--- src/apb_bus_pkg.sv ---
package apb_bus_pkg;

  // ------------------------------------------------------------
  // Bus widths
  // ------------------------------------------------------------

  // AHB and APB address width
  localparam int ADDR_W = 16;
  // Word-wide data on both buses
  localparam int DATA_W = 32;

  // ------------------------------------------------------------
  // AHB control field codes
  // ------------------------------------------------------------

  localparam int HTRANS_W = 2;
  localparam int HSIZE_W  = 3;

  // HTRANS[1] set for NONSEQ and SEQ
  localparam int HTRANS_NONSEQ_BIT = 1;

  // Size codes that drive the endian swap controls
  localparam logic [HSIZE_W-1:0] HSIZE_HALF = 3'b001;
  localparam logic [HSIZE_W-1:0] HSIZE_WORD = 3'b010;

  // ------------------------------------------------------------
  // Bridge phases
  // ------------------------------------------------------------

  // Respond carries data or the first error cycle
  typedef enum logic [2:0] {
    BR_IDLE,
    BR_SETUP,
    BR_ACCESS,
    BR_RESPOND,
    BR_ERR2
  } bridge_state_t;

endpackage

--- src/periph_map_pkg.sv ---
package periph_map_pkg;

  // ------------------------------------------------------------
  // Slot map
  // ------------------------------------------------------------

  // Register blocks present behind the bridge
  localparam int NUM_SLOTS = 4;

  // Slot number sits in the upper address nibble
  localparam int SLOT_FIELD_LSB = 12;
  localparam int SLOT_FIELD_W   = 4;

  // ------------------------------------------------------------
  // Register offsets within one slot
  // ------------------------------------------------------------

  // Byte offset field below the slot number
  localparam int REG_OFFSET_W = 12;

  // Read-only identification
  localparam logic [REG_OFFSET_W-1:0] REG_ID_OFFSET = 12'h000;
  // Read/write data word
  localparam logic [REG_OFFSET_W-1:0] REG_DATA_OFFSET = 12'h004;

  // ------------------------------------------------------------
  // Identification values
  // ------------------------------------------------------------

  // Slot n reports this base plus n
  localparam logic [31:0] SLOT_ID_BASE = 32'h00FA_50C0;

endpackage

--- src/apb_if.sv ---
`timescale 1ns/1ps

interface apb_if;
  import apb_bus_pkg::*;

  // Request from the bridge, one common select
  logic              psel;
  logic              penable;
  logic              pwrite;
  logic [ADDR_W-1:0] paddr;
  logic [DATA_W-1:0] pwdata;

  // Response from the read mux
  logic [DATA_W-1:0] prdata;
  logic              pready;
  logic              pslverr;

  modport bridge (output psel, penable, pwrite, paddr, pwdata,
                  input  prdata, pready, pslverr);

  // Slot field decode only
  modport decoder (input paddr, psel);

  // Per-slot select arrives separately
  modport slot (input paddr, penable, pwrite, pwdata);

  modport mux (output prdata, pready, pslverr);

endinterface

--- src/ahb_endian_swap.sv ---
`timescale 1ns/1ps

module ahb_endian_swap #(
  parameter bit BIG_ENDIAN = 1'b0
) (
  input  logic                             HCLK,
  input  logic                             HRESETn,
  // Address-phase qualifier and size
  input  logic                             i_sel_active,
  input  logic [apb_bus_pkg::HSIZE_W-1:0]  i_hsize,
  // Write path, AHB to bridge
  input  logic [apb_bus_pkg::DATA_W-1:0]   i_hwdata,
  output logic [apb_bus_pkg::DATA_W-1:0]   o_hwdata_le,
  // Read path, bridge to AHB
  input  logic [apb_bus_pkg::DATA_W-1:0]   i_hrdata_le,
  output logic [apb_bus_pkg::DATA_W-1:0]   o_hrdata
);
  import apb_bus_pkg::*;

  // Bit 1 exchanges half-words, bit 0 swaps bytes in each half
  logic [1:0] swap_q;
  logic [1:0] swap_nxt;

  // Same reordering in both directions
  function automatic logic [DATA_W-1:0] swap_word(input logic [DATA_W-1:0] d,
                                                 input logic [1:0]        ctrl);
    logic [DATA_W-1:0] b;
    b = ctrl[0] ? {d[23:16], d[31:24], d[7:0], d[15:8]} : d;
    return ctrl[1] ? {b[15:0], b[31:16]} : b;
  endfunction

  // Any size above a byte swaps within halves
  assign swap_nxt[0] = BIG_ENDIAN && ((i_hsize == HSIZE_HALF) || (i_hsize == HSIZE_WORD));
  // Only a word exchanges its halves
  assign swap_nxt[1] = BIG_ENDIAN && (i_hsize == HSIZE_WORD);

  // Held for the whole data phase
  always_ff @(posedge HCLK or negedge HRESETn)
  begin
    if (!HRESETn)
      swap_q <= 2'b00;
    else if (i_sel_active)
      swap_q <= swap_nxt;
  end

  assign o_hwdata_le = swap_word(i_hwdata, swap_q);
  assign o_hrdata    = swap_word(i_hrdata_le, swap_q);

endmodule

--- src/ahb_to_apb_bridge.sv ---
`timescale 1ns/1ps

module ahb_to_apb_bridge (
  input  logic                              HCLK,
  input  logic                              HRESETn,
  // AHB slave side
  input  logic                              i_hsel,
  input  logic [apb_bus_pkg::ADDR_W-1:0]    i_haddr,
  input  logic [apb_bus_pkg::HTRANS_W-1:0]  i_htrans,
  input  logic                              i_hwrite,
  input  logic                              i_hready,
  input  logic [apb_bus_pkg::DATA_W-1:0]    i_hwdata,
  output logic                              o_hreadyout,
  output logic [apb_bus_pkg::DATA_W-1:0]    o_hrdata,
  output logic                              o_hresp,
  // APB master side
  apb_if.bridge                             apb
);
  import apb_bus_pkg::*;

  bridge_state_t     state_q;
  bridge_state_t     state_nxt;
  logic              accept;
  logic              access_done;
  logic [ADDR_W-1:0] addr_q;
  logic              write_q;
  logic              err_q;
  logic [DATA_W-1:0] rdata_q;

  // Valid AHB address phase for this slave
  assign accept = i_hsel & i_htrans[HTRANS_NONSEQ_BIT] & i_hready;

  // Last access cycle
  assign access_done = (state_q == BR_ACCESS) & apb.pready;

  // ------------------------------------------------------------
  // Phase sequencing
  // ------------------------------------------------------------
  always_comb
  begin
    state_nxt = state_q;
    case (state_q)
      BR_IDLE:    state_nxt = accept ? BR_SETUP : BR_IDLE;
      BR_SETUP:   state_nxt = BR_ACCESS;
      // Wait states until the slot is ready
      BR_ACCESS:  state_nxt = apb.pready ? BR_RESPOND : BR_ACCESS;
      BR_RESPOND:
      begin
        if (err_q)
          state_nxt = BR_ERR2;
        else
          state_nxt = accept ? BR_SETUP : BR_IDLE;
      end
      // Next address phase may overlap the final error cycle
      BR_ERR2:    state_nxt = accept ? BR_SETUP : BR_IDLE;
      default:    state_nxt = BR_IDLE;
    endcase
  end

  always_ff @(posedge HCLK or negedge HRESETn)
  begin
    if (!HRESETn)
    begin
      state_q <= BR_IDLE;
      write_q <= 1'b0;
      err_q   <= 1'b0;
    end
    else
    begin
      state_q <= state_nxt;
      if (accept)
        write_q <= i_hwrite;
      if (access_done)
        err_q <= apb.pslverr;
    end
  end

  // Address and read data
  always_ff @(posedge HCLK)
  begin
    if (accept)
      addr_q <= i_haddr;
    if (access_done)
      rdata_q <= apb.prdata;
  end

  // ------------------------------------------------------------
  // Bus outputs
  // ------------------------------------------------------------
  assign apb.psel    = (state_q == BR_SETUP) || (state_q == BR_ACCESS);
  assign apb.penable = (state_q == BR_ACCESS);
  assign apb.paddr   = addr_q;
  assign apb.pwrite  = write_q;
  // HWDATA held by the master while the data phase is stretched
  assign apb.pwdata  = i_hwdata;

  // Low through setup and access, and in the first error cycle
  assign o_hreadyout = (state_q == BR_IDLE) || (state_q == BR_ERR2) ||
                       ((state_q == BR_RESPOND) && !err_q);
  assign o_hresp     = ((state_q == BR_RESPOND) && err_q) || (state_q == BR_ERR2);
  assign o_hrdata    = rdata_q;

endmodule

--- src/apb_slot_decoder.sv ---
`timescale 1ns/1ps

module apb_slot_decoder (
  // Shared request
  apb_if.decoder                              apb,
  // One select per slot
  output logic [periph_map_pkg::NUM_SLOTS-1:0] o_slot_sel
);
  import periph_map_pkg::*;

  logic [SLOT_FIELD_W-1:0] slot_num;

  // Upper nibble of the APB address
  assign slot_num = apb.paddr[SLOT_FIELD_LSB +: SLOT_FIELD_W];

  // ------------------------------------------------------------
  // One-hot decode
  // ------------------------------------------------------------
  always_comb
  begin
    o_slot_sel = '0;
    for (int n = 0; n < NUM_SLOTS; n++)
    begin
      // Numbers past the last slot leave every bit low
      if (apb.psel && (slot_num == SLOT_FIELD_W'(n)))
        o_slot_sel[n] = 1'b1;
    end
  end

endmodule

--- src/apb_reg_slot.sv ---
`timescale 1ns/1ps

module apb_reg_slot #(
  parameter logic [apb_bus_pkg::DATA_W-1:0] SLOT_ID = '0
) (
  input  logic                            HCLK,
  input  logic                            HRESETn,
  // Shared request and own select
  apb_if.slot                             apb,
  input  logic                            i_sel,
  // Response toward the read mux
  output logic [apb_bus_pkg::DATA_W-1:0]  o_prdata,
  output logic                            o_pready,
  output logic                            o_pslverr,
  // Data register contents
  output logic [apb_bus_pkg::DATA_W-1:0]  o_data
);
  import apb_bus_pkg::*;
  import periph_map_pkg::*;

  logic [REG_OFFSET_W-1:0] offset;
  logic                    hit_id;
  logic                    hit_data;
  logic                    wr_access;
  logic [DATA_W-1:0]       data_q;

  // ------------------------------------------------------------
  // Register decode
  // ------------------------------------------------------------
  assign offset   = apb.paddr[REG_OFFSET_W-1:0];
  assign hit_id   = (offset == REG_ID_OFFSET);
  assign hit_data = (offset == REG_DATA_OFFSET);

  // Write lands in the access cycle
  assign wr_access = i_sel & apb.penable & apb.pwrite;

  // ------------------------------------------------------------
  // Data register
  // ------------------------------------------------------------
  always_ff @(posedge HCLK or negedge HRESETn)
  begin
    if (!HRESETn)
      data_q <= '0;
    else if (wr_access && hit_data)
      data_q <= apb.pwdata;
  end

  // ------------------------------------------------------------
  // Read path
  // ------------------------------------------------------------
  always_comb
  begin
    o_prdata = '0;
    if (i_sel && !apb.pwrite)
    begin
      if (hit_id)
        o_prdata = SLOT_ID;
      else if (hit_data)
        o_prdata = data_q;
    end
  end

  // No wait states
  assign o_pready  = 1'b1;
  // ID register is read-only
  assign o_pslverr = wr_access & hit_id;
  assign o_data    = data_q;

endmodule

--- src/apb_read_mux.sv ---
`timescale 1ns/1ps

module apb_read_mux (
  // Response back to the bridge
  apb_if.mux                                   apb,
  // Selects from the decoder
  input  logic [periph_map_pkg::NUM_SLOTS-1:0] i_slot_sel,
  // Slot responses by slot number
  input  logic [apb_bus_pkg::DATA_W-1:0]       i_prdata [periph_map_pkg::NUM_SLOTS],
  input  logic [periph_map_pkg::NUM_SLOTS-1:0] i_pready,
  input  logic [periph_map_pkg::NUM_SLOTS-1:0] i_pslverr
);
  import apb_bus_pkg::*;
  import periph_map_pkg::*;

  // ------------------------------------------------------------
  // Response select
  // ------------------------------------------------------------
  always_comb
  begin
    // Unmapped slot, ready at once with an error
    apb.prdata  = '0;
    apb.pready  = 1'b1;
    apb.pslverr = 1'b1;
    for (int n = 0; n < NUM_SLOTS; n++)
    begin
      if (i_slot_sel[n])
      begin
        apb.prdata  = i_prdata[n];
        apb.pready  = i_pready[n];
        apb.pslverr = i_pslverr[n];
      end
    end
  end

endmodule

--- src/apb_subsystem.sv ---
`timescale 1ns/1ps

module apb_subsystem #(
  parameter bit BIG_ENDIAN = 1'b0
) (
  input  logic                              HCLK,
  input  logic                              HRESETn,
  // AHB slave port
  input  logic                              i_hsel,
  input  logic [apb_bus_pkg::ADDR_W-1:0]    i_haddr,
  input  logic [apb_bus_pkg::HTRANS_W-1:0]  i_htrans,
  input  logic                              i_hwrite,
  input  logic [apb_bus_pkg::HSIZE_W-1:0]   i_hsize,
  input  logic                              i_hready,
  input  logic [apb_bus_pkg::DATA_W-1:0]    i_hwdata,
  output logic                              o_hreadyout,
  output logic [apb_bus_pkg::DATA_W-1:0]    o_hrdata,
  output logic                              o_hresp,
  // Slot 0 data register
  output logic [apb_bus_pkg::DATA_W-1:0]    o_gpio
);
  import apb_bus_pkg::*;
  import periph_map_pkg::*;

  logic                 sel_active;
  logic [DATA_W-1:0]    hwdata_le;
  logic [DATA_W-1:0]    hrdata_le;
  logic [NUM_SLOTS-1:0] slot_sel;
  logic [DATA_W-1:0]    slot_prdata [NUM_SLOTS];
  logic [NUM_SLOTS-1:0] slot_pready;
  logic [NUM_SLOTS-1:0] slot_pslverr;
  logic [DATA_W-1:0]    slot_data [NUM_SLOTS];

  apb_if apb ();

  // Address phase that loads the swap control
  assign sel_active = i_hsel & i_htrans[HTRANS_NONSEQ_BIT] & i_hready;

  // ------------------------------------------------------------
  // AHB side
  // ------------------------------------------------------------
  ahb_endian_swap #(
    .BIG_ENDIAN (BIG_ENDIAN)
  ) u_endian_swap (
    .HCLK         (HCLK),
    .HRESETn      (HRESETn),
    .i_sel_active (sel_active),
    .i_hsize      (i_hsize),
    .i_hwdata     (i_hwdata),
    .o_hwdata_le  (hwdata_le),
    .i_hrdata_le  (hrdata_le),
    .o_hrdata     (o_hrdata)
  );

  ahb_to_apb_bridge u_bridge (
    .HCLK        (HCLK),
    .HRESETn     (HRESETn),
    .i_hsel      (i_hsel),
    .i_haddr     (i_haddr),
    .i_htrans    (i_htrans),
    .i_hwrite    (i_hwrite),
    .i_hready    (i_hready),
    .i_hwdata    (hwdata_le),
    .o_hreadyout (o_hreadyout),
    .o_hrdata    (hrdata_le),
    .o_hresp     (o_hresp),
    .apb         (apb)
  );

  // ------------------------------------------------------------
  // APB side
  // ------------------------------------------------------------
  apb_slot_decoder u_decoder (
    .apb        (apb),
    .o_slot_sel (slot_sel)
  );

  // Identical register blocks, ID offset by slot number
  for (genvar i = 0; i < NUM_SLOTS; i++)
  begin : gen_slot
    apb_reg_slot #(
      .SLOT_ID (SLOT_ID_BASE + DATA_W'(i))
    ) u_slot (
      .HCLK      (HCLK),
      .HRESETn   (HRESETn),
      .apb       (apb),
      .i_sel     (slot_sel[i]),
      .o_prdata  (slot_prdata[i]),
      .o_pready  (slot_pready[i]),
      .o_pslverr (slot_pslverr[i]),
      .o_data    (slot_data[i])
    );
  end

  apb_read_mux u_read_mux (
    .apb        (apb),
    .i_slot_sel (slot_sel),
    .i_prdata   (slot_prdata),
    .i_pready   (slot_pready),
    .i_pslverr  (slot_pslverr)
  );

  // GPIO mirrors the first slot
  assign o_gpio = slot_data[0];

endmodule

--- config.mk ---
export PLATFORM = sky130hd
export DESIGN_NAME = apb_subsystem
export DESIGN_NICKNAME = d
export VERILOG_FILES = /design/src/apb_bus_pkg.sv /design/src/periph_map_pkg.sv /design/src/apb_if.sv /design/src/ahb_endian_swap.sv /design/src/ahb_to_apb_bridge.sv /design/src/apb_slot_decoder.sv /design/src/apb_reg_slot.sv /design/src/apb_read_mux.sv /design/src/apb_subsystem.sv
export SDC_FILE = /design/constraint.sdc
export NUM_CORES = 1
export LEC_CHECK = 0
export ABC_AREA = 1
export BUFFER_PORTS_ARGS = -buffer_cell sky130_fd_sc_hd__buf_2
export CAP_MARGIN = 20
export CORE_AREA = 2 2 152 154
export CTS_CLUSTER_DIAMETER = 150
export CTS_CLUSTER_SIZE = 28
export DETAILED_ROUTE_END_ITERATION = 16
export DIE_AREA = 0 0 154 156
export PLACE_DENSITY_LB_ADDON = 0.25
export SLEW_MARGIN = 10
export SYNTH_ARGS = -nofsm -noshare
export SYNTH_HDL_FRONTEND = slang
export SYNTH_HIERARCHICAL = 1
export SYNTH_SLANG_ARGS = --single-unit
--- constraint.sdc ---
create_clock -name HCLK -period 6.1 [get_ports HCLK]
set_input_delay 0.61 -clock HCLK [delete_from_list [all_inputs] [get_ports HCLK]]
set_output_delay 0.61 -clock HCLK [all_outputs]
set_load 0.01 [all_outputs]
After elaboration in Yosys (flattened, before gate mapping)
Cells that the tools add are included.
Widths: inputs -> output; s select.

word-level totals
  output and inout bits = 66
  logic and storage cells = 82
  input bits = 58
  register bits = 181

operators by class
  bitwise gates (word level) = 14
  equality and inequality tests = 8
  multiplexer cells = 27
  reduce and logical (&&, ||, !) cells = 24

operators by type and width
  cell                 number
  $mux 32              16
  $and 1x1->1          14
  $logic_and 1x1->1    14
  $eq 12x3->1 const B  1
  $logic_not 12->1     1
  $pmux 3 s4           1
  $mux 1               9
  $eq 4x2->1 const B   2
  $eq 3x2->1 const B   2
  $eq 4x1->1 const B   1
  $logic_not 4->1      1
  $logic_or 1x1->1     4
  $eq 3x1->1 const B   1
  $eq 3x3->1 const B   1
  $logic_not 3->1      1
  $mux 3               1
  $logic_not 1->1      2
  $reduce_or 2->1      1

Depth between registers and ports, before layout
Gate-level depths: netlist of run 1.

  depth in word-level cells = 11
  gate-level depth with buffers = 17
  gate-level depth less buffers = 15

By module
The synthesis of run 1 kept the hierarchy.

by module, submodules not included
  module                                 seq. area each (sq um)  instances  area each (sq um)  cells each
  apb_reg_slot (gen_slot[1].u_slot ...)  800.8                   2          1794.2             242
  ahb_to_apb_bridge                      1566.5                  1          1940.6             114
  apb_reg_slot (gen_slot[3].u_slot)      800.8                   1          1795.5             242
  apb_reg_slot (gen_slot[0].u_slot)      800.8                   1          1776.7             241
  apb_read_mux                           0.0                     1          1353.8             302
  ahb_endian_swap                        0.0                     1          480.5              64
  apb_slot_decoder                       0.0                     1          43.8               11
  apb_subsystem                          0.0                     1          13.8               3

Least setup slack after synthesis of run 1
OpenSTA, ideal clock, no wires.

  kind = flip-flop to flip-flop
  start = register u_bridge.state_q[0]
  end = register u_bridge.rdata_q[0] (netlist: u_bridge/o_hrdata[0]), enable pin
  library setup time = 387 ps
  required time = 5713 ps
  data arrival time = 2340 ps
  period minus slack after synthesis = 2727 ps
  slack = 3373 ps
  cell stages (with the launch flop) = 13
  path buffers = 2
  cell sequence = dfrtp_1 nand2_1 nor3b_1 nand2_1 nor2_1 buf_6 buf_2 nand2_1 nand3_1 nand2_1 nand2_1 nand3_2 inv_1

on the way
  cells in the longest elaborated chain, start to end = 1

RTL lines
  item                            RTL line                 RTL
  from (decl)                     ahb_to_apb_bridge.sv:21  bridge_state_t state_q;
  from (signal assigned)          ahb_to_apb_bridge.sv:70  state_q <= state_nxt;
  $eq 3x2->1                      ahb_to_apb_bridge.sv:34  assign access_done = (state_q == BR_ACCESS) & apb.pready;
  named net u_bridge.access_done  ahb_to_apb_bridge.sv:24  logic access_done;
  to (signal assigned)            ahb_to_apb_bridge.sv:84  rdata_q <= apb.prdata;
  to (decl)                       ahb_to_apb_bridge.sv:28  logic [DATA_W-1:0] rdata_q;

The timed path passes the listed nets, and every way through them passes these cells.
A chain may end at the register's enable or synchronous reset.

==> summary.md, run 1 <==
| Metric | Value |
|---|---|
| Final GP Congestion | 0.860 |
| Initial DRC Count | between 1000 and 1500 |
| Die height | about 160 um |
| WP buf/inv | 2 |
| Fin nets | ~1500 |
| Yosys warnings | 6 |
| Max FO, Critical Path | 22 |
| Cells after Synth | 1458 |
| Crit. End Element | flip-flop |
| Clk_lat worst skew | 0.44 ns |
| Reg-to-Reg Start | u_bridge/state_q[0] |
| Fin worst setup slack | 2.32 ns |
| Slowest cell delay on critical path | around 0.77 ns |
| Detailed Place HPWL | between 15000 and 20000 um |
| Peak supply drop | about 0.00020 V |
| Boundary Pins | 124 |
| Worst slack, placed | 2.43 ns |
| Clk slew on worst S/H paths | 0.07 ns |
| Setup TNS | 0 ns |
| First-pass GRT wire length | 48300 um |
| # resized after CTS | 0 |
| Layout Utilization | 50.3% |
| Initial antenna violation count | 0 |
| Placed cell count | 1663 |
| Final ANT Viol Nets | 0 |
| DR pass1 iterations | 6 |
| Req. time, crit path | 6.41 ns |
| CTS tree | done |
| Die area | roughly 24000 um^2 |
| Post-Route WL | 30300 um |
| Routed WL per cell | 17.9 um |
| CTS H-tree lvls | 4 |
| CTS Buf Count | 17 |
| Crit path cell chain | nand2_1, nor3b_1, nand2_1, nor2_2, buf_4, inv_1, nor2_1, nand2_1, nor2_1, a21oi_1, nand2_1, nand2_1, nand2_1 |
| Max-Cap Viols | 0 |
| Final Cell Area | roughly 11000 um^2 |
| Clock sink total | 181 |
| Area Overhead vs Synth | 2.46% |
| Rel. slew slack | 35.4% |
| Die X | between 150 and 200 um |
| Number of global-route vias before repair | between 8000 and 9000 |
| RR Endpoint | u_bridge/o_hrdata[10] |
| Placed Instance Area | 10700 um^2 |
| Max-slew violations | 0 |
| Most used cell, CP | nand2_1 |
| Max stage delay cell, worst path | nor2_2 |
| Final clock skew | 0.0115 ns |
| Final cell count without fillers | 1695 |
| Worst hold margin | 0.295 ns |
| Commonest non-fill, non-tap cell in the layout | nand2_1 |
| Rows | 55 |
| FF-to-FF setup slack | 2.32 ns |
| Synth Net Count | 1516 |
| Leakage | 4.64 nW |
| Data arrival time of the worst path | 4.09 ns |
| Post-Syn Area | 11000 um^2 |
| Worst Setup Path Type | reg -> reg |
| Worst-case clock buffer depth | 2 |
| Final setup viols | 0 |
| Outcome | complete, no violations |
| Post-CTS Setup Bufs | 0 |
| Root Driver | clkbuf_16 |
| Gr ovfl total | 0 |
| Most frequent cells in the layout | 436 x nand2_1, 180 x nor2_1, 136 x nand3_1, 133 x dfrtp_1, 129 x nand4_1 |
| Power Density | between 200 and 300 nW/um^2 |
| Delay-heaviest family, CP | simple AND/OR/NAND/NOR gates |
| Via density | 5.60 |
| Class of the worst hold path | in -> async |
| Antenna cells | 0 |
| Initial Util | approximately half |
| Core footprint | 22400 um^2 |
| Total power | a little over 3 mW |
| CTS Hold Bufs | 0 |
| Cells on worst reg2reg path | 13 |
| Fin crit period | 3.78 ns |
| Worst Setup SP | u_bridge/state_q[0] |
| Max Clk Rate | 0.265 GHz |
| Final count of hold timing violations | 0 |
| DRC violations left | 0 |
| I/O Buffers | 119 |
| Worst-margin pin slew | between 0.9 and 1 ns |
| Critical Path Start Type | flip-flop |
| Layout cells sized above 1 | 15.7% |
| RSZ-0062 raised after global routing | false |
| Largest net degree at the start of global routing | 71 |
| DR vias | roughly 9500 |
| Period utilization | 62.0% |
| Average size of a mapped cell | between 7 and 8 um^2 |
| GRT Util Overall | between 20% and 30% |
report_power, final:
part / internal [mW] / switching [mW]
sequential: 1.39 / 0.0359
clock: 0.609 / 0.502
combinational: 0.154 / 0.355
worst max path at each step:
stage,endpoint,slack [ns],cells after the start
floorplan,u_bridge/o_hrdata[0],3.37,12
global placement,u_bridge/o_hrdata[3],2.46,12
detailed placement,u_bridge/o_hrdata[5],2.43,13
CTS,u_bridge/o_hrdata[5],2.41,13
global route,u_bridge/o_hrdata[1],2.05,13
finish,u_bridge/o_hrdata[10],2.32,13
sequential cells by signal (all words and copies together), names as in the netlist:
name / flops
gen_slot.u_slot/o_data: 128
u_bridge/apb.paddr: 16
u_bridge/apb.pwrite: 1
u_bridge/err_q: 1
u_bridge/o_hrdata: 32
u_bridge/state_q: 3
final cells by class:
type,instances,area [um^2]
clock buffers,18,429
fillers,2185,11100
well taps,285,357
flip-flops and latches,181,4770
multi-input cells,1018,4610
repair buffers,141,783
clock inverters,14,155
inverters,38,145
routing by layer:
layer / vias up / track usage [%] / part of all wire, %
li1: 4556 / - / -
met1: 4466 / 39.9 / 48
met2: 445 / 35.6 / 42
met3: 18 / 6.25 / 10
met4: 0 / 5.52 / 0.76
met5: - / 0 / 0
Note: power is estimated with default switching activity, not from simulation.
==> inputs of run 2 (changes only) <==
- ABC_AREA: 1 -> 0
- CORE_AREA: 2 2 152 154 -> 2 2 148 150
- DIE_AREA: 0 0 154 156 -> 0 0 150 152
- clock period: 6.1 -> 3.75 ns (I/O delays scaled with it)
==> run 2 against run 1 <==
Effect of this change: the flow now finishes with violations (hold timing); via count fell by 30%; global-route usage fell by 4.1 points; non-clock buffer count rose by 1; clock power rose by 59%; hold slack got worse by 0.32 ns; power rose by 61%; flip-flop and latch count did not move; critical endpoint is now u_bridge/o_hrdata[7]; largest cell class unchanged; highest routed layer unchanged.
==> summary.md, run 2 <==
| Metric | Value |
|---|---|
| Outcome | complete, but fails checks |
| Violated checks | hold timing |
| Max-slew violations | 0 (unchanged) |
| Gr ovfl total | 0 (unchanged) |
| CTS Hold Bufs | 0 (unchanged) |
| WP buf/inv | 1 (-1) |
| Routed WL per cell | 20.1 um (+12%) |
| Data arrival time of the worst path | 3.06 ns (-1.03 ns) |
| Reg-to-Reg Start | u_bridge/state_q[0] |
| Post-Route WL | 24000 um (-21%) |
| Final count of hold timing violations | 9 (+9) |
| Met3 WL post-DR | 1620 um (-46%) |
| Metal1 wirelength | 10900 um (-24%) |
| Number of global-route vias before repair | 6690 (-20%) |
| Die area | 22800 um^2 (-5.1%) |
| First-pass GRT wire length | 37900 um (-22%) |
| I/O Buffers | 119 (unchanged) |
| Crit path cell chain | xnor2_1, nor2_1, nor4bb_4, nor4b_1, nand4b_1, buf_4, nor3_1, a22oi_1, a21oi_1 |
| Placed Instance Area | 10300 um^2 (-3.3%) |
| DR vias | 6652 (-30%) |
| Initial Util | 48.7% (-0.37 points) |
| Detailed Place HPWL | 14300 um (-23%) |
| Worst Setup Path Type | reg -> reg |
| Layout cells sized above 1 | 35.4% (+20 points) |
| Final cell count without fillers | 1194 (-30%) |
| Delay-heaviest family, CP | simple AND/OR/NAND/NOR gates |
| CTS Buf Count | 17 (unchanged) |
| Peak supply drop | 0.000307 V (+53%) |
| Die height | 152 um (-2.6%) |
| Crit. End Element | flip-flop |
| Critical Path Stages | 9 (-4) |
| Req. time, crit path | 4.01 ns (-2.40 ns) |
| Cells after Synth | 900 (-38%) |
| DRC violations left | 0 (unchanged) |
| Rows | 54 (-1.8%) |
| Worst hold margin | -0.0201 ns (-0.315 ns) |
| Class of the worst hold path | in -> async |
| Max stage delay cell, worst path | nor4bb_4 |
| Max FO, Critical Path | 16 (-27%) |
| Post-Syn Area | 10400 um^2 (-5.3%) |
| FF-to-FF setup slack | 0.95 ns (-1.37 ns) |
| Final GP Congestion | 0.776 (-9.7%) |
| Via density | 5.57 (-0.44%) |
| Setup TNS | 0 ns (unchanged) |
| Fin nets | 959 (-34%) |
| Die X | 150 um (-2.6%) |
| Worst-margin pin slew | 1.01 ns (+0.0407 ns) |
| WL met2 | 11200 um (-11%) |
| Area Overhead vs Synth | 4.65% |
| Leakage | 4.60 nW (-0.71%) |
| DR pass1 iterations | 6 (unchanged) |
| Clk_lat worst skew | 0.43 ns (about the same) |
| Slowest cell delay on critical path | 0.58 ns (-0.19 ns) |
| Boundary Pins | 124 (unchanged) |
| CTS tree | done |
| Cells on worst reg2reg path | 9 (-4) |
| Largest net degree at the start of global routing | 80 (+13%) |
| Most frequent cells in the layout | 136 x nor3_1, 132 x dfrtp_1, 121 x mux2_4, 118 x buf_2, 83 x inv_1 |
| Clk slew on worst S/H paths | 0.07 ns (about the same) |
| Max-Cap Viols | 0 (unchanged) |
| Root Driver | clkbuf_16 |
| GRT Util Overall | 21.5% (-4.1 points) |
| Yosys warnings | 6 (unchanged) |
| Rel. slew slack | 32.7% (-2.6 points) |
| CTS H-tree lvls | 4 (unchanged) |
| Post-CTS Setup Bufs | 0 (unchanged) |
| Clock sink total | 181 (unchanged) |
| Power Density | 452 nW/um^2 (+67%) |
| Fillers | 1931 (-12%) |
| Period utilization | 74.8% (+13 points) |
| Initial antenna violation count | 0 (unchanged) |
| Final ANT Viol Nets | 0 (unchanged) |
| Core footprint | 21400 um^2 (-4.5%) |
| Final clock skew | 0.00937 ns (-0.00215 ns) |
| Final setup viols | 0 (unchanged) |
| Commonest non-fill, non-tap cell in the layout | nor3_1 |
| Max Clk Rate | 0.357 GHz (+35%) |
| Initial DRC Count | 526 (-60%) |
| Max reg flops | 128 (unchanged) |
| Worst Setup SP | u_bridge/state_q[0] |
| RR Endpoint | u_bridge/o_hrdata[7] |
| Placed cell count | 1162 (-30%) |
| Average size of a mapped cell | 11.6 um^2 (+53%) |
| Critical Path Start Type | flip-flop |
| CP endpoint | u_bridge/o_hrdata[7] |
| Fin crit period | 2.80 ns (-0.977 ns) |
| # resized after CTS | 0 (unchanged) |
| Top sig layer | met4 |
| Antenna cells | 0 (unchanged) |
| Worst-case clock buffer depth | 2 (unchanged) |
| Synth Net Count | 958 (-37%) |
| Final Cell Area | 10900 um^2 (-3.2%) |
| RSZ-0062 raised after global routing | false |
==> run 2: cell types whose count changed in the layout (fill, tap and decap cells not counted), moves of 121 or more <==
cell	delta
mux2_4	+121
nand2_1	-424
nand3_1	-134
nand4_1	-129
nor2_1	-178
nor3_1	+132
==> run 2: worst min path at each step <==
stage	endpoint	cells past startpoint	slack, ns
detailed placement	gen_slot[1].u_slot/o_data[26]	1	0.48
floorplan	gen_slot[0].u_slot/o_data[0]	0	0.08
global placement	gen_slot[1].u_slot/o_data[26]	1	0.48
finish	gen_slot[1].u_slot/o_data[26]	1	-0.02
CTS	gen_slot[1].u_slot/o_data[26]	1	0.009
global route	gen_slot[1].u_slot/o_data[26]	1	0.03
==> run 2: where the power goes <==
| part | internal [mW] | leakage, nW | switching (mW) | total (mW) |
|---|---|---|---|---|
| sequential | 2.26 | 2.30 | 0.107 | 2.37 |
| clock | 0.953 | 0.285 | 0.804 | 1.76 |
| combinational | 0.278 | 2.01 | 0.518 | 0.797 |
| total | 3.49 | 4.60 | 1.43 | 4.92 |
==> run 2: routing by layer <==
metal / up-vias / GRT usage (%)
li1: 3049 / -
met1: 3315 / 30.7
met2: 267 / 33.1
met3: 21 / 4.59
met4: 0 / 5.80
met5: - / 0
==> run 2: through the flow <==
stage | util, % | hold slack, ns | worst slack [ns] | power (mW)
after floorplan | - | 0.0794 | 1.27 | 3.05
after global placement | 48.3 | 0.479 | 1.01 | 3.21
after detailed placement | 48.3 | 0.478 | 0.969 | 3.21
after CTS | 51.0 | 0.00887 | 0.905 | 4.97
after global routing | 51.0 | 0.0343 | 0.680 | 5.14
final | 51.0 | -0.0201 | 0.947 | 4.92
==> run 2: cell type report <==
cell class | instances | area, um^2 | share of cell area [%]
clock buffer | 18 | 439 | 4.03
clock inverter | 14 | 138 | 1.26
inverter | 83 | 312 | 2.86
multi-input combinational | 476 | 4060 | 37.3
sequential | 181 | 4770 | 43.8
tap | 280 | 350 | 3.22
timing repair buffer | 142 | 812 | 7.46
==> inputs of run 3 (changes only) <==
- clock period: 3.75 -> 2.55 ns (I/O delays scaled with it)
==> run 3 against run 2 <==
Effect of this change: the flow now finishes without violations; non-clock buffer count up 38; worst setup slack worse by 0.85 ns; critical path depth up 1; wire length up 2.1%; via count up 1.5%; first-iteration DRC count up 4.6%; clock skew down 0.0013 ns; flip-flop and latch count unchanged; critical endpoint is now u_bridge/o_hrdata[19]; largest power group unchanged.
==> summary.md, run 3 (synthesis gave the netlist of run 2 again) <==
| Metric | Value |
|---|---|
| Outcome | complete, no violations |
| Max-Cap Viols | 0 (unchanged) |
| Boundary Pins | 124 (unchanged) |
| Worst-case clock buffer depth | 2 (unchanged) |
| Total power | 7.62 mW (+55%) |
| Detailed Place HPWL | 15200 um (+6.6%) |
| Layout cells sized above 1 | 37.6% (+2.1 points) |
| I/O Buffers | 119 (unchanged) |
| CTS tree | done |
| Worst slack, placed | -0.124 ns (-1.09 ns) |
| Crit. End Element | flip-flop |
| Leakage | 4.84 nW (+5.2%) |
| Worst Setup Path Type | reg -> reg |
| FF-to-FF setup slack | 0.09 ns (-0.85 ns) |
| Die X | 150 um (unchanged) |
| Clk_lat worst skew | 0.44 ns (about the same) |
| Post-Route WL | 24500 um (+2.1%) |
| Final ANT Viol Nets | 0 (unchanged) |
| Hold depth | 2 |
| Final Cell Area | 11500 um^2 (+5.5%) |
| Fin worst setup slack | 0.0941 ns (-0.852 ns) |
| Fillers | 1878 (-2.7%) |
| Routed WL per cell | 19.8 um (-1.1%) |
| Max stage delay cell, worst path | dfrtp_2 |
| GRT Util Overall | 21.7% (+0.26 points) |
| Period utilization | 96.3% (+22 points) |
| DRC violations left | 0 (unchanged) |
| Data arrival time of the worst path | 2.74 ns (-0.32 ns) |
| Fin crit period | 2.46 ns (-0.348 ns) |
| Peak supply drop | 0.000530 V (+72%) |
| Cells on worst reg2reg path | 10 (+1) |
| Die height | 152 um (unchanged) |
| Largest net degree at the start of global routing | 58 (-28%) |
| CTS H-tree lvls | 4 (unchanged) |
| Number of global-route vias before repair | 6753 (+0.94%) |
| RSZ-0062 raised after global routing | true |
| Max-slew violations | 0 (unchanged) |
| Crit path cell chain | xnor2_1, nor2_2, nor4bb_4, nor4b_2, nand4b_1, buf_6, buf_12, nor3_1, a22oi_1, a21oi_1 |
| Class of the worst hold path | in -> reg |
| Initial DRC Count | 550 (+4.6%) |
| WP buf/inv | 2 (+1) |
| Placed Instance Area | 10600 um^2 (+3.0%) |
| Critical Path Start Type | flip-flop |
| Via density | 5.48 (-1.7%) |
| Final setup viols | 0 (unchanged) |
| Final GP Congestion | 0.797 (+2.7%) |
| Clk slew on worst S/H paths | 0.07 ns (about the same) |
| Final clock skew | 0.00809 ns (-0.00127 ns) |
| Core footprint | 21400 um^2 (unchanged) |
| Die area | 22800 um^2 (unchanged) |
| Worst-margin pin slew | 0.947 ns (-0.0629 ns) |
| Slowest cell delay on critical path | 0.45 ns (-0.13 ns) |
| Rows | 54 (unchanged) |
| Antenna cells | 0 (unchanged) |
| Final count of hold timing violations | 0 (-9) |
| Max FO, Critical Path | 17 (+1) |
| DR vias | 6751 (+1.5%) |
| Power Density | 664 nW/um^2 (+47%) |
| Initial antenna violation count | 0 (unchanged) |
| Rel. slew slack | 36.9% (+4.2 points) |
| Delay-heaviest family, CP | simple AND/OR/NAND/NOR gates |
| HP Start | i_hwrite |
| Fin nets | 998 (+4.1%) |
| Gr ovfl total | 0 (unchanged) |
| Reg-to-Reg Start | u_bridge/state_q[0] |
| Commonest non-fill, non-tap cell in the layout | dfrtp_1 |
| DR pass1 iterations | 7 (+1) |
| Root Driver | clkbuf_16 |
| Clock sink total | 181 (unchanged) |
| Initial Util | 48.7% (unchanged) |
| RR Endpoint | u_bridge/o_hrdata[19] |
| CTS Buf Count | 17 (unchanged) |
| Req. time, crit path | 2.83 ns (-1.18 ns) |
| Most frequent cells in the layout | 131 x dfrtp_1, 128 x nor3_1, 121 x mux2_4, 118 x buf_2, 83 x inv_1 |
| Hold EP | u_bridge/apb.pwrite |
| Max reg flops | 128 (unchanged) |
| First-pass GRT wire length | 38200 um (+1.0%) |
| Area Overhead vs Synth | 10.4% |
| Max Clk Rate | 0.407 GHz (+14%) |
[run 3: cell types whose count changed in the layout (fill, tap and decap cells not counted), moves of 3 or more]
cell / change
clkinvlp_4: +3
nor3_2: +8
nor3_1: -8
buf_12: +12
dlygate4sd3_1: +17
buf_4: +8
[run 3: final cells by class]
class                      count  area, um^2  share of cell area [%]
timing repair buffer         180        1290                    11.3
tap                          280         350                    3.05
sequential                   181        4770                    41.6
inverter                      83         312                    2.71
multi-input combinational    477        4130                    36.0
clock buffer                  17         425                    3.71
clock inverter                15         194                    1.69
[run 3: per-layer routing]
| layer | global-route usage [%] | share of wire, % | up-vias |
|---|---|---|---|
| met5 | 0 | 0 | - |
| li1 | - | - | 3138 |
| met4 | 6.29 | 1.4 | 0 |
| met1 | 30.8 | 45 | 3291 |
| met3 | 4.50 | 6.8 | 31 |
| met2 | 33.7 | 47 | 291 |
[run 3: worst reg2reg max path, delay by kind of cell, from the launching register on]
family / cells / cell delay (ns)
buffers and inverters: 2 / 0.35
XOR/XNOR: 1 / 0.15
AND/OR/NAND/NOR: 5 / 1.07
flip-flops: 1 / 0.45
AO/OA/AOI/OAI: 2 / 0.28
[run 3: worst max-delay path by stage]
| stage | to | from | depth (start not counted) |
|---|---|---|---|
| floorplan | u_bridge/o_hrdata[0] | u_bridge/state_q[0] | 8 |
| global route | u_bridge/o_hrdata[20] | u_bridge/state_q[0] | 10 |
| detailed placement | u_bridge/o_hrdata[26] | u_bridge/state_q[0] | 10 |
| finish | u_bridge/o_hrdata[19] | u_bridge/state_q[0] | 10 |
| CTS | u_bridge/o_hrdata[26] | u_bridge/state_q[0] | 10 |
| global placement | u_bridge/o_hrdata[18] | u_bridge/state_q[0] | 10 |
[run 3: repair_timing]
item / 4_1_cts / 5_1_grt
pin swaps: 2 / 14
hold buffers: 17 / 0
endpoints found under the setup margin: 26 / 31
hold endpoints to repair: 69 / 0
gates resized for setup: 4 / 10
setup buffers: 0 / 0
gates cloned: 0 / 1
[run 3: stage by stage]
stage               hold WS, ns  util, %  TNS [ns]  std cells
global placement          0.263     49.7         0       1183
global route             0.0537     53.8    -0.108       1233
detailed placement        0.268     49.7     -1.52       1183
CTS                      0.0587     53.5         0       1232
finish                   0.0659     53.8         0       1233
floorplan               -0.0406        -         0        900
[run 3: power by group]
part           total, mW  switching, mW  internal, mW  leakage [nW]
Combinational       1.38          0.831         0.544          2.25
Clock               2.77           1.20          1.57         0.290
Sequential          3.48          0.160          3.32          2.30
